`config.mk`:
```
export PLATFORM = sky130hd
export DESIGN_NAME = aui_lane_generator
export DESIGN_NICKNAME = d
export VERILOG_FILES = /design/src/aui_pkg.sv /design/src/aui_marker_pkg.sv /design/src/aui_lane_generator.sv /design/src/aui_lane_mapper.sv /design/src/aui_pipe_reg.sv /design/src/aui_frame_counter.sv
export VERILOG_INCLUDE_DIRS = /design/src
export SDC_FILE = /design/constraint.sdc
export NUM_CORES = 1
export LEC_CHECK = 0
export BUFFER_PORTS_ARGS = -buffer_cell sky130_fd_sc_hd__buf_4
export CAP_MARGIN = 30
export CORE_UTILIZATION = 33
export DETAILED_ROUTE_END_ITERATION = 10
export GPL_TIMING_DRIVEN = 1
export PLACE_DENSITY = 0.64
export SETUP_SLACK_MARGIN = 0.1
export SYNTH_ARGS = -nofsm -noshare
export SYNTH_HDL_FRONTEND = slang
export SYNTH_HIERARCHICAL = 1
export SYNTH_SLANG_ARGS = --single-unit
```
`constraint.sdc`:
```
create_clock -name clk -period 13.6 [get_ports clk]
set_input_delay 0 -clock clk [delete_from_list [all_inputs] [get_ports clk]]
set_output_delay 0 -clock clk [all_outputs]
set_load 0.1 [all_outputs]
```
`src/aui_settings.svh`:
```
`ifndef AUI_SETTINGS_SVH
`define AUI_SETTINGS_SVH

// Lane and word geometry
`define AUI_LANES        16
`define AUI_SYMBOL_BITS  10
`define AUI_WORD_BITS    (4 * `AUI_SYMBOL_BITS)

// Frame layout, in words per lane
`define AUI_FRAME_WORDS  34
`define AUI_MARKER_WORDS 3
`define AUI_STATUS_WORD  3

// PRBS9, x^9 + x^5 + 1
`define AUI_PRBS_BITS    9
`define AUI_PRBS_TAP_A   9
`define AUI_PRBS_TAP_B   5

`endif
```
`src/aui_pkg.sv`:
```
`include "aui_settings.svh"

package aui_pkg;

    typedef logic [`AUI_WORD_BITS-1:0] lane_word_t;

    // Full alignment marker, three lane words
    typedef logic [`AUI_MARKER_WORDS*`AUI_WORD_BITS-1:0] marker_t;

    typedef logic [$clog2(`AUI_FRAME_WORDS)-1:0] word_idx_t;

    typedef enum logic [1:0] {
        REGION_MARKER,
        REGION_STATUS,
        REGION_PAYLOAD
    } region_e;

    typedef struct packed {
        word_idx_t idx;
        region_e   region;
        logic      first;
    } frame_pos_t;

    // Lane 0 sits in words[0]
    typedef struct packed {
        lane_word_t [`AUI_LANES-1:0] words;
        logic                        sync;
    } lane_bus_t;

endpackage

```
`src/aui_marker_pkg.sv`:
```
`include "aui_settings.svh"

package aui_marker_pkg;

    // Per-lane markers, octet order already reversed
    localparam aui_pkg::marker_t AM_TABLE [`AUI_LANES] = '{
        120'hf37101260c8efed9d9b565b6264a9a,
        120'h7ede5a988121a567d9b56504264a9a,
        120'h56f33e01a90cc1fed9b56546264a9a,
        120'hd080867b2f7f7984d9b5655a264a9a,
        120'hf2512ae60daed519d9b565e1264a9a,
        120'hd14f12b12eb0ed4ed9b565f2264a9a,
        120'h3cc4715dc33b8ea2d9b5656b264a9a,
        120'h5b76d6cda4892932d9b56522264a9a,
        120'h7573e1608a8c1e9fd9b56560264a9a,
        120'ha19c42115e63bdeed9b5653d264a9a,
        120'h3866228ec799dd71d9b5656c264a9a,
        120'hd8eb95fb27146a04d9b565fa264a9a,
        120'h95f6a2a46a095d5bd9b56518264a9a,
        120'hc39731333c68ceccd9b56514264a9a,
        120'ha6fbca4e590435b1d9b565d0264a9a,
        120'h79baa6a986455956d9b565b4264a9a
    };

    // Three status bits on top, 0x6 pad below
    localparam aui_pkg::lane_word_t STATUS_WORD = {3'b111, 37'h0666666666};

endpackage

```
`src/aui_lane_generator.sv`:
```
`timescale 1ns/1ns

module aui_lane_generator (
    input  logic               clk,
    input  logic               rst,
    input  logic               i_ready,
    output logic               o_valid,
    output aui_pkg::lane_bus_t o_lanes
);

    logic                cnt_valid;
    logic                cnt_ready;
    aui_pkg::frame_pos_t cnt_pos;

    logic                pos_valid;
    logic                pos_ready;
    aui_pkg::frame_pos_t pos_data;

    logic                map_valid;
    logic                map_ready;
    aui_pkg::lane_bus_t  map_lanes;

    aui_frame_counter u_frame_counter (
        .clk     (clk),
        .rst     (rst),
        .i_ready (cnt_ready),
        .o_valid (cnt_valid),
        .o_pos   (cnt_pos)
    );

    aui_pipe_reg #(.T(aui_pkg::frame_pos_t)) u_pos_stage (
        .clk     (clk),
        .rst     (rst),
        .i_valid (cnt_valid),
        .o_ready (cnt_ready),
        .i_data  (cnt_pos),
        .o_valid (pos_valid),
        .i_ready (pos_ready),
        .o_data  (pos_data)
    );

    aui_lane_mapper u_lane_mapper (
        .clk     (clk),
        .rst     (rst),
        .i_valid (pos_valid),
        .o_ready (pos_ready),
        .i_pos   (pos_data),
        .o_valid (map_valid),
        .i_ready (map_ready),
        .o_lanes (map_lanes)
    );

    // Output stage
    aui_pipe_reg #(.T(aui_pkg::lane_bus_t)) u_lane_stage (
        .clk     (clk),
        .rst     (rst),
        .i_valid (map_valid),
        .o_ready (map_ready),
        .i_data  (map_lanes),
        .o_valid (o_valid),
        .i_ready (i_ready),
        .o_data  (o_lanes)
    );

endmodule

```
`src/aui_lane_mapper.sv`:
```
`timescale 1ns/1ns
`include "aui_settings.svh"

module aui_lane_mapper (
    input  logic                clk,
    input  logic                rst,
    input  logic                i_valid,
    output logic                o_ready,
    input  aui_pkg::frame_pos_t i_pos,
    output logic                o_valid,
    input  logic                i_ready,
    output aui_pkg::lane_bus_t  o_lanes
);

    typedef logic [`AUI_PRBS_BITS-1:0] prbs_t;

    logic               xfer;
    aui_pkg::lane_word_t lane_word [`AUI_LANES];

    // No latency here, handshake goes straight through
    assign o_valid = i_valid;
    assign o_ready = i_ready;
    assign xfer    = i_valid && i_ready;

    for (genvar l = 0; l < `AUI_LANES; l++) begin : g_lane
        localparam prbs_t SEED = prbs_t'(l + 1);

        prbs_t               prbs_q;
        prbs_t               prbs_next;
        aui_pkg::lane_word_t prbs_bits;

        // 40 serial PRBS9 steps, first bit lands in the LSB
        always_comb begin
            prbs_next = prbs_q;
            for (int b = 0; b < `AUI_WORD_BITS; b++) begin
                prbs_bits[b] = prbs_next[`AUI_PRBS_TAP_A-1] ^ prbs_next[`AUI_PRBS_TAP_B-1];
                prbs_next    = {prbs_next[`AUI_PRBS_BITS-2:0], prbs_bits[b]};
            end
        end

        always_ff @(posedge clk) begin
            if (rst) begin
                prbs_q <= SEED;
            end else if (xfer) begin
                // Restart the pattern at every frame
                if (i_pos.first) begin
                    prbs_q <= SEED;
                end else if (i_pos.region == aui_pkg::REGION_PAYLOAD) begin
                    prbs_q <= prbs_next;
                end
            end
        end

        always_comb begin
            case (i_pos.region)
                aui_pkg::REGION_MARKER: begin
                    lane_word[l] = aui_marker_pkg::AM_TABLE[l][i_pos.idx*`AUI_WORD_BITS +:
                                                                `AUI_WORD_BITS];
                end
                aui_pkg::REGION_STATUS: begin
                    lane_word[l] = aui_marker_pkg::STATUS_WORD;
                end
                default: begin
                    lane_word[l] = prbs_bits;
                end
            endcase
        end
    end

    always_comb begin
        o_lanes.sync = i_pos.first;
        for (int l = 0; l < `AUI_LANES; l++) begin
            o_lanes.words[l] = lane_word[l];
        end
    end

endmodule

```
`src/aui_pipe_reg.sv`:
```
`timescale 1ns/1ns

module aui_pipe_reg #(
    parameter type T = logic
) (
    input  logic clk,
    input  logic rst,
    input  logic i_valid,
    output logic o_ready,
    input  T     i_data,
    output logic o_valid,
    input  logic i_ready,
    output T     o_data
);

    logic valid_q;
    T     data_q;

    // Take new data when empty or when the held item leaves
    assign o_ready = !valid_q || i_ready;

    always_ff @(posedge clk) begin
        if (rst) begin
            valid_q <= 1'b0;
        end else if (o_ready) begin
            valid_q <= i_valid;
        end
    end

    always_ff @(posedge clk) begin
        if (o_ready && i_valid) begin
            data_q <= i_data;
        end
    end

    assign o_valid = valid_q;
    assign o_data  = data_q;

    // A stalled item stays put until taken
    a_hold_stable: assert property (@(posedge clk) disable iff (rst)
        o_valid && !i_ready |=> o_valid && $stable(o_data));

endmodule

```
`src/aui_frame_counter.sv`:
```
`timescale 1ns/1ns
`include "aui_settings.svh"

module aui_frame_counter (
    input  logic                clk,
    input  logic                rst,
    input  logic                i_ready,
    output logic                o_valid,
    output aui_pkg::frame_pos_t o_pos
);

    localparam aui_pkg::word_idx_t LAST_IDX = aui_pkg::word_idx_t'(`AUI_FRAME_WORDS - 1);

    aui_pkg::word_idx_t idx_q;
    logic               valid_q;

    always_ff @(posedge clk) begin
        if (rst) begin
            idx_q   <= '0;
            valid_q <= 1'b0;
        end else begin
            valid_q <= 1'b1;
            // Advance only on an accepted position
            if (valid_q && i_ready) begin
                if (idx_q == LAST_IDX) begin
                    idx_q <= '0;
                end else begin
                    idx_q <= idx_q + 1'b1;
                end
            end
        end
    end

    // Region decode
    always_comb begin
        o_pos.idx   = idx_q;
        o_pos.first = (idx_q == '0);
        if (idx_q < `AUI_MARKER_WORDS) begin
            o_pos.region = aui_pkg::REGION_MARKER;
        end else if (idx_q == `AUI_STATUS_WORD) begin
            o_pos.region = aui_pkg::REGION_STATUS;
        end else begin
            o_pos.region = aui_pkg::REGION_PAYLOAD;
        end
    end

    assign o_valid = valid_q;

    a_idx_in_frame: assert property (@(posedge clk) disable iff (rst)
        idx_q < `AUI_FRAME_WORDS);

endmodule

```
==> results of run 1 <==
[worst paths after layout]
kind | start | endpoint | slack (ns) | cells past startpoint
min | rst | u_lane_mapper/g_lane[9].prbs_q[2] | 0.28 | 3
min reg2reg | u_frame_counter/idx_q[1] | u_frame_counter/idx_q[1] | 0.53 | 2
max | u_pos_stage/o_valid | u_lane_stage/o_data[354] | 10.12 | 3
max reg2reg | u_pos_stage/o_valid | u_lane_stage/o_data[354] | 10.12 | 3
[stage by stage]
step | util, % | cell area [µm²]
floorplan | - | 38110
global placement | 38.35 | 43860
detailed placement | 38.53 | 44060
CTS | 41.08 | 46970
global route | 41.08 | 46970
finish | 41.08 | 46970
[repair_timing]
action,4_1_cts,5_1_grt
hold buffers,2,0
gates resized for setup,0,0
hold endpoints to repair,23,0
[per-layer routing]
layer  wire [µm]  vias to the layer above  share of wire (%)  track usage (%)
met3       11840                      184                8.7            6.206
met2       63930                     1172                 47            35.99
met5           0                        -                  0                0
met4        4169                        0                3.0            7.380
li1            -                    11913                  -                -
met1       56820                    13345                 42            29.67
[area by class of cell]
type / count / area (µm²) / share of cell area [%]
sequential: 801 / 22520 / 47.95
multi-input combinational: 2156 / 14300 / 30.45
timing repair buffer: 685 / 5318 / 11.32
clock buffer: 116 / 2391 / 5.091
tap: 1512 / 1892 / 4.028
clock inverter: 52 / 494.2 / 1.052
inverter: 11 / 48.80 / 0.1039
[report_power, final]
part | leakage (nW) | internal (mW) | switching, mW
Sequential | 7.39 | 2.81 | 0.0746
Combinational | 9.93 | 0.257 | 1.12
Clock | 1.40 | 1.38 | 1.03
[critical path: stages (launching register included)]
cell and delay, ns:
dfxtp_1 0.46, and2_4 0.74, buf_12 0.66, buf_4 0.88
[sequential cells by signal, indices dropped and copies added (netlist names)]
signal	cells
u_pos_stage/o_valid	1
u_pos_stage/o_data	7
u_frame_counter/idx_q	6
u_frame_counter/o_valid	1
u_lane_stage/o_valid	1
u_lane_mapper/g_lane.prbs_q	144
u_lane_stage/o_data	641
==> metrics.txt, run 1 <==
Final Hold Slack 0.2781 ns; via count 26614; io pins 645; sum of negative setup slack 0 ns; Worst slew margin -7.000%; run status complete, but fails checks; DP Wirelength 90390 µm; Final Power 6.668 mW; synthesized cell area 0.03811 mm²; RSZ-0062 raised after global routing no; Fmax 287.0 MHz; Peak supply drop 0.1029 mV; final setup margin 10.12 ns; vias in the first global route 25893; warnings from Yosys 6; CP Capture Type flip-flop; DIE WIDTH 341.8 µm; # placed instances 5163; worst min path class in2reg; Final min period 3.484 ns; Post-DRT Antenna Nets 0; Startpoint Class flip-flop; clk slew on worst S/H paths 0.06 ns; final setup vio count 0; commonest non-fill, non-tap cell in the layout nand2_1; failing checks slew limit; Remaining Overflow, GRT 0; drt via density 4.990; syn avg cell area 11.62 µm²; clock sink count 801; Die Y 341.8 µm; total track usage 22.62%; routed wire length 136800 µm; max cap viols 0; CTS Buf Count 89; CTS tree done; worst-margin pin slew 1.605 ns; critical path peak fanout 180; CP arrival 3.77 ns; global-route wire length before repair 189500 µm; H-tree levels 3; root buffer cell clkbuf_16; # rows 124; P per Cell Area 142.0 mW/mm²; Lkg Pwr 18.72 nW; PortBufs 644; Core Box Area 0.1143 mm²; final worst-path cycle share 25.62%; initial antenna violation count 2; CP Data Required Time 13.88 ns; DRT iter0 DRCs 2537; die area 0.1168 mm²; final hold vios 0; Setup Skew 0.02276 ns; per-cell routed wire length 25.64 µm; fillers 10897; Mapped Cells 3280; worst slack, placed 9.769 ns; maximum root-to-sink buffer count 3; Post-Syn Nets 3286; final std cells w/o fill 5333; n_diodes 0; Initial Util 33.33%; Post-CTS Setup Inserts 0; Placer Congestion 0.8536; Nets 3750; Pre-Repair DR Iteration Count 8; commonest cells after routing, fill and taps aside nand2_1, buf_4, edfxtp_1; Max Slew Vio Count 131; Layout area overhead 23.24%; Clk Latency, worst-skew pair 0.67 ns; Setup Crit Path Kind reg2reg; layout cell share with drive strength beyond 1 23.11%; largest net degree at the start of global routing 232; DRC 0
Note: power is estimated with default switching activity, not from simulation.
==> inputs of run 2 (changes only) <==
--- a/config.mk
+++ b/config.mk
@@ -11,7 +11,7 @@
 export CORE_UTILIZATION = 33
 export DETAILED_ROUTE_END_ITERATION = 10
 export GPL_TIMING_DRIVEN = 1
-export PLACE_DENSITY = 0.64
+export PLACE_DENSITY = 0.65
 export SETUP_SLACK_MARGIN = 0.1
 export SYNTH_ARGS = -nofsm -noshare
 export SYNTH_HDL_FRONTEND = slang
==> constraint.sdc (replaced) <==
create_clock -name clk -period 2.9 [get_ports clk]
set_input_delay 0 -clock clk [delete_from_list [all_inputs] [get_ports clk]]
set_output_delay 0 -clock clk [all_outputs]
set_load 0.1 [all_outputs]
==> metrics.txt, run 2 (synthesis results as in run 1) <==
run status finished clean; r2r endpoint u_lane_stage/o_data[458]; Nets 3827 (+2.1%); via count 26933 (+1.2%); Fmax 396.5 MHz (+38%); Reg area 0.02253 mm² (about the same); DRT iter0 DRCs 2443 (-3.7%); max reg flops 641 (unchanged); Setup Skew 0.02238 ns (-0.0003785 ns); largest net degree at the start of global routing 159 (-31%); Post-DRT Antenna Nets 0 (unchanged); clk slew on worst S/H paths 0.06 ns (about the same); final hold vios 0 (unchanged); Pre-Repair DR Iteration Count 6 (-2); Placer Congestion 0.8817 (+3.3%); maximum root-to-sink buffer count 3 (unchanged); Max Slew Vio Count 0 (-100%); Final Power 31.78 mW (+380%); io pins 645 (unchanged); Core Box Area 0.1143 mm² (unchanged); P per Cell Area 662.9 mW/mm² (+370%); Startpoint Class flip-flop; DIE WIDTH 341.8 µm (unchanged); routed wire length 137200 µm (+0.31%); CTS tree done; Worst slew margin 33.54% (+41 points); critical path peak fanout 158 (-12%); commonest non-fill, non-tap cell in the layout buf_4; DP Wirelength 94930 µm (+5.0%); Layout area overhead 25.80%; Critical Path Source u_pos_stage/o_data[2]; Initial Util 33.33% (unchanged); vias in the first global route 26257 (+1.4%); RSZ-0062 raised after global routing no; Remaining Overflow, GRT 0 (unchanged); Peak supply drop 0.4406 mV (+330%); reg2reg start u_pos_stage/o_data[2]; max cap viols 0 (unchanged); total track usage 22.80% (+0.19 points); global-route wire length before repair 191400 µm (+1.0%); # placed instances 5239 (+1.5%); post-layout util 41.93% (+0.85 points); PortBufs 644 (unchanged); worst-margin pin slew 0.9969 ns (-0.6081 ns); Lkg Pwr 19.29 nW (+3.0%); register-to-register setup slack 0.38 ns (-9.74 ns); layout cell share with drive strength beyond 1 24.81% (+1.7 points); clock sink count 801 (unchanged); per-cell routed wire length 25.36 µm (-1.1%); CP Data Required Time 3.28 ns (-10.60 ns); Setup Crit Path Kind reg2reg; commonest cells after routing, fill and taps aside buf_4, nand2_1, edfxtp_1; sum of negative setup slack 0 ns (unchanged); Final Hold Slack 0.4706 ns (+0.1925 ns); combined area of the multi-input logic cells 0.01430 mm² (about the same); Post-CTS Setup Inserts 0 (unchanged); cells on worst reg2reg path 4 (+1); fillers 10773 (-1.1%); DRC 0 (unchanged); drt via density 4.979 (-0.22%); Clk Latency, worst-skew pair 0.66 ns (about the same); Final min period 2.522 ns (-0.9615 ns); die area 0.1168 mm² (unchanged); post_cts resized 0 (unchanged); H-tree levels 3 (unchanged); final std cells w/o fill 5409 (+1.4%); CP Capture Type flip-flop; n_diodes 0 (unchanged); root buffer cell clkbuf_16; final worst-path cycle share 86.97% (+61 points); initial antenna violation count 4 (+2); # rows 124 (unchanged); worst min path class in2reg; crit path capture u_lane_stage/o_data[458]; CP arrival 2.90 ns (-0.87 ns); CTS Buf Count 89 (unchanged); Die Y 341.8 µm (unchanged); final setup vio count 0 (unchanged)
-- run 2: how the worst min path moves through the flow --
stage             from                                end  slack (ns)  depth (start not counted)
2_1_floorplan      rst               u_lane_stage/o_valid        0.05                          1
3_3_place_gp   i_ready               u_lane_stage/o_valid        0.38                          3
3_5_place_dp   i_ready               u_lane_stage/o_valid        0.38                          3
4_1_cts            rst  u_lane_mapper/g_lane[8].prbs_q[1]        0.40                          4
5_1_grt            rst  u_lane_mapper/g_lane[3].prbs_q[7]        0.46                          4
6_report       i_ready                u_pos_stage/o_valid        0.47                          5
-- run 2: power breakdown --
group | internal (mW) | total (mW) | switching, mW
clock | 6.91 | 11.7 | 4.82
sequential | 13.1 | 13.5 | 0.340
combinational | 1.29 | 6.56 | 5.27
total | 21.4 | 31.8 | 10.4
-- run 2: area by class of cell --
type                            instances  area share, %
Tap cell                             1512          3.946
Clock inverter                         59          1.375
Timing Repair Buffer                  762          12.84
Sequential cell                       801          46.99
Inverter                               11         0.1018
Multi-Input combinational cell       2156          29.83
Clock buffer                          108          4.925
-- run 2: layer usage --
layer	part of all wire (%)	global-route usage, %	wire [µm]	vias up
li1	-	-	-	12070
met1	42	30.35	57500	13445
met2	47	36.25	64140	1224
met3	8.4	5.683	11500	194
met4	2.9	7.334	4037	0
met5	0	0	0	-
-- run 2: repair_timing --
| action | in CTS | in global routing |
|---|---|---|
| hold endpoints to repair | 49 | 0 |
| hold buffers | 3 | 0 |
| endpoints found under the setup margin | 0 | 0 |
-- run 2: worst max-delay path: stages, from the launching register on --
cell	delay, ns
edfxtp_1	0.67
buf_12	0.48
buf_4	0.53
a21o_1	0.17
nand2_1	0.05
-- run 2: through the flow --
step | setup WS, ns | area, µm²
floorplan | -2.575 | 38110
global placement | 0.5344 | 44890
detailed placement | 0.4753 | 44890
CTS | 0.4754 | 47940
global route | 0.3261 | 47940
finish | 0.3777 | 47940
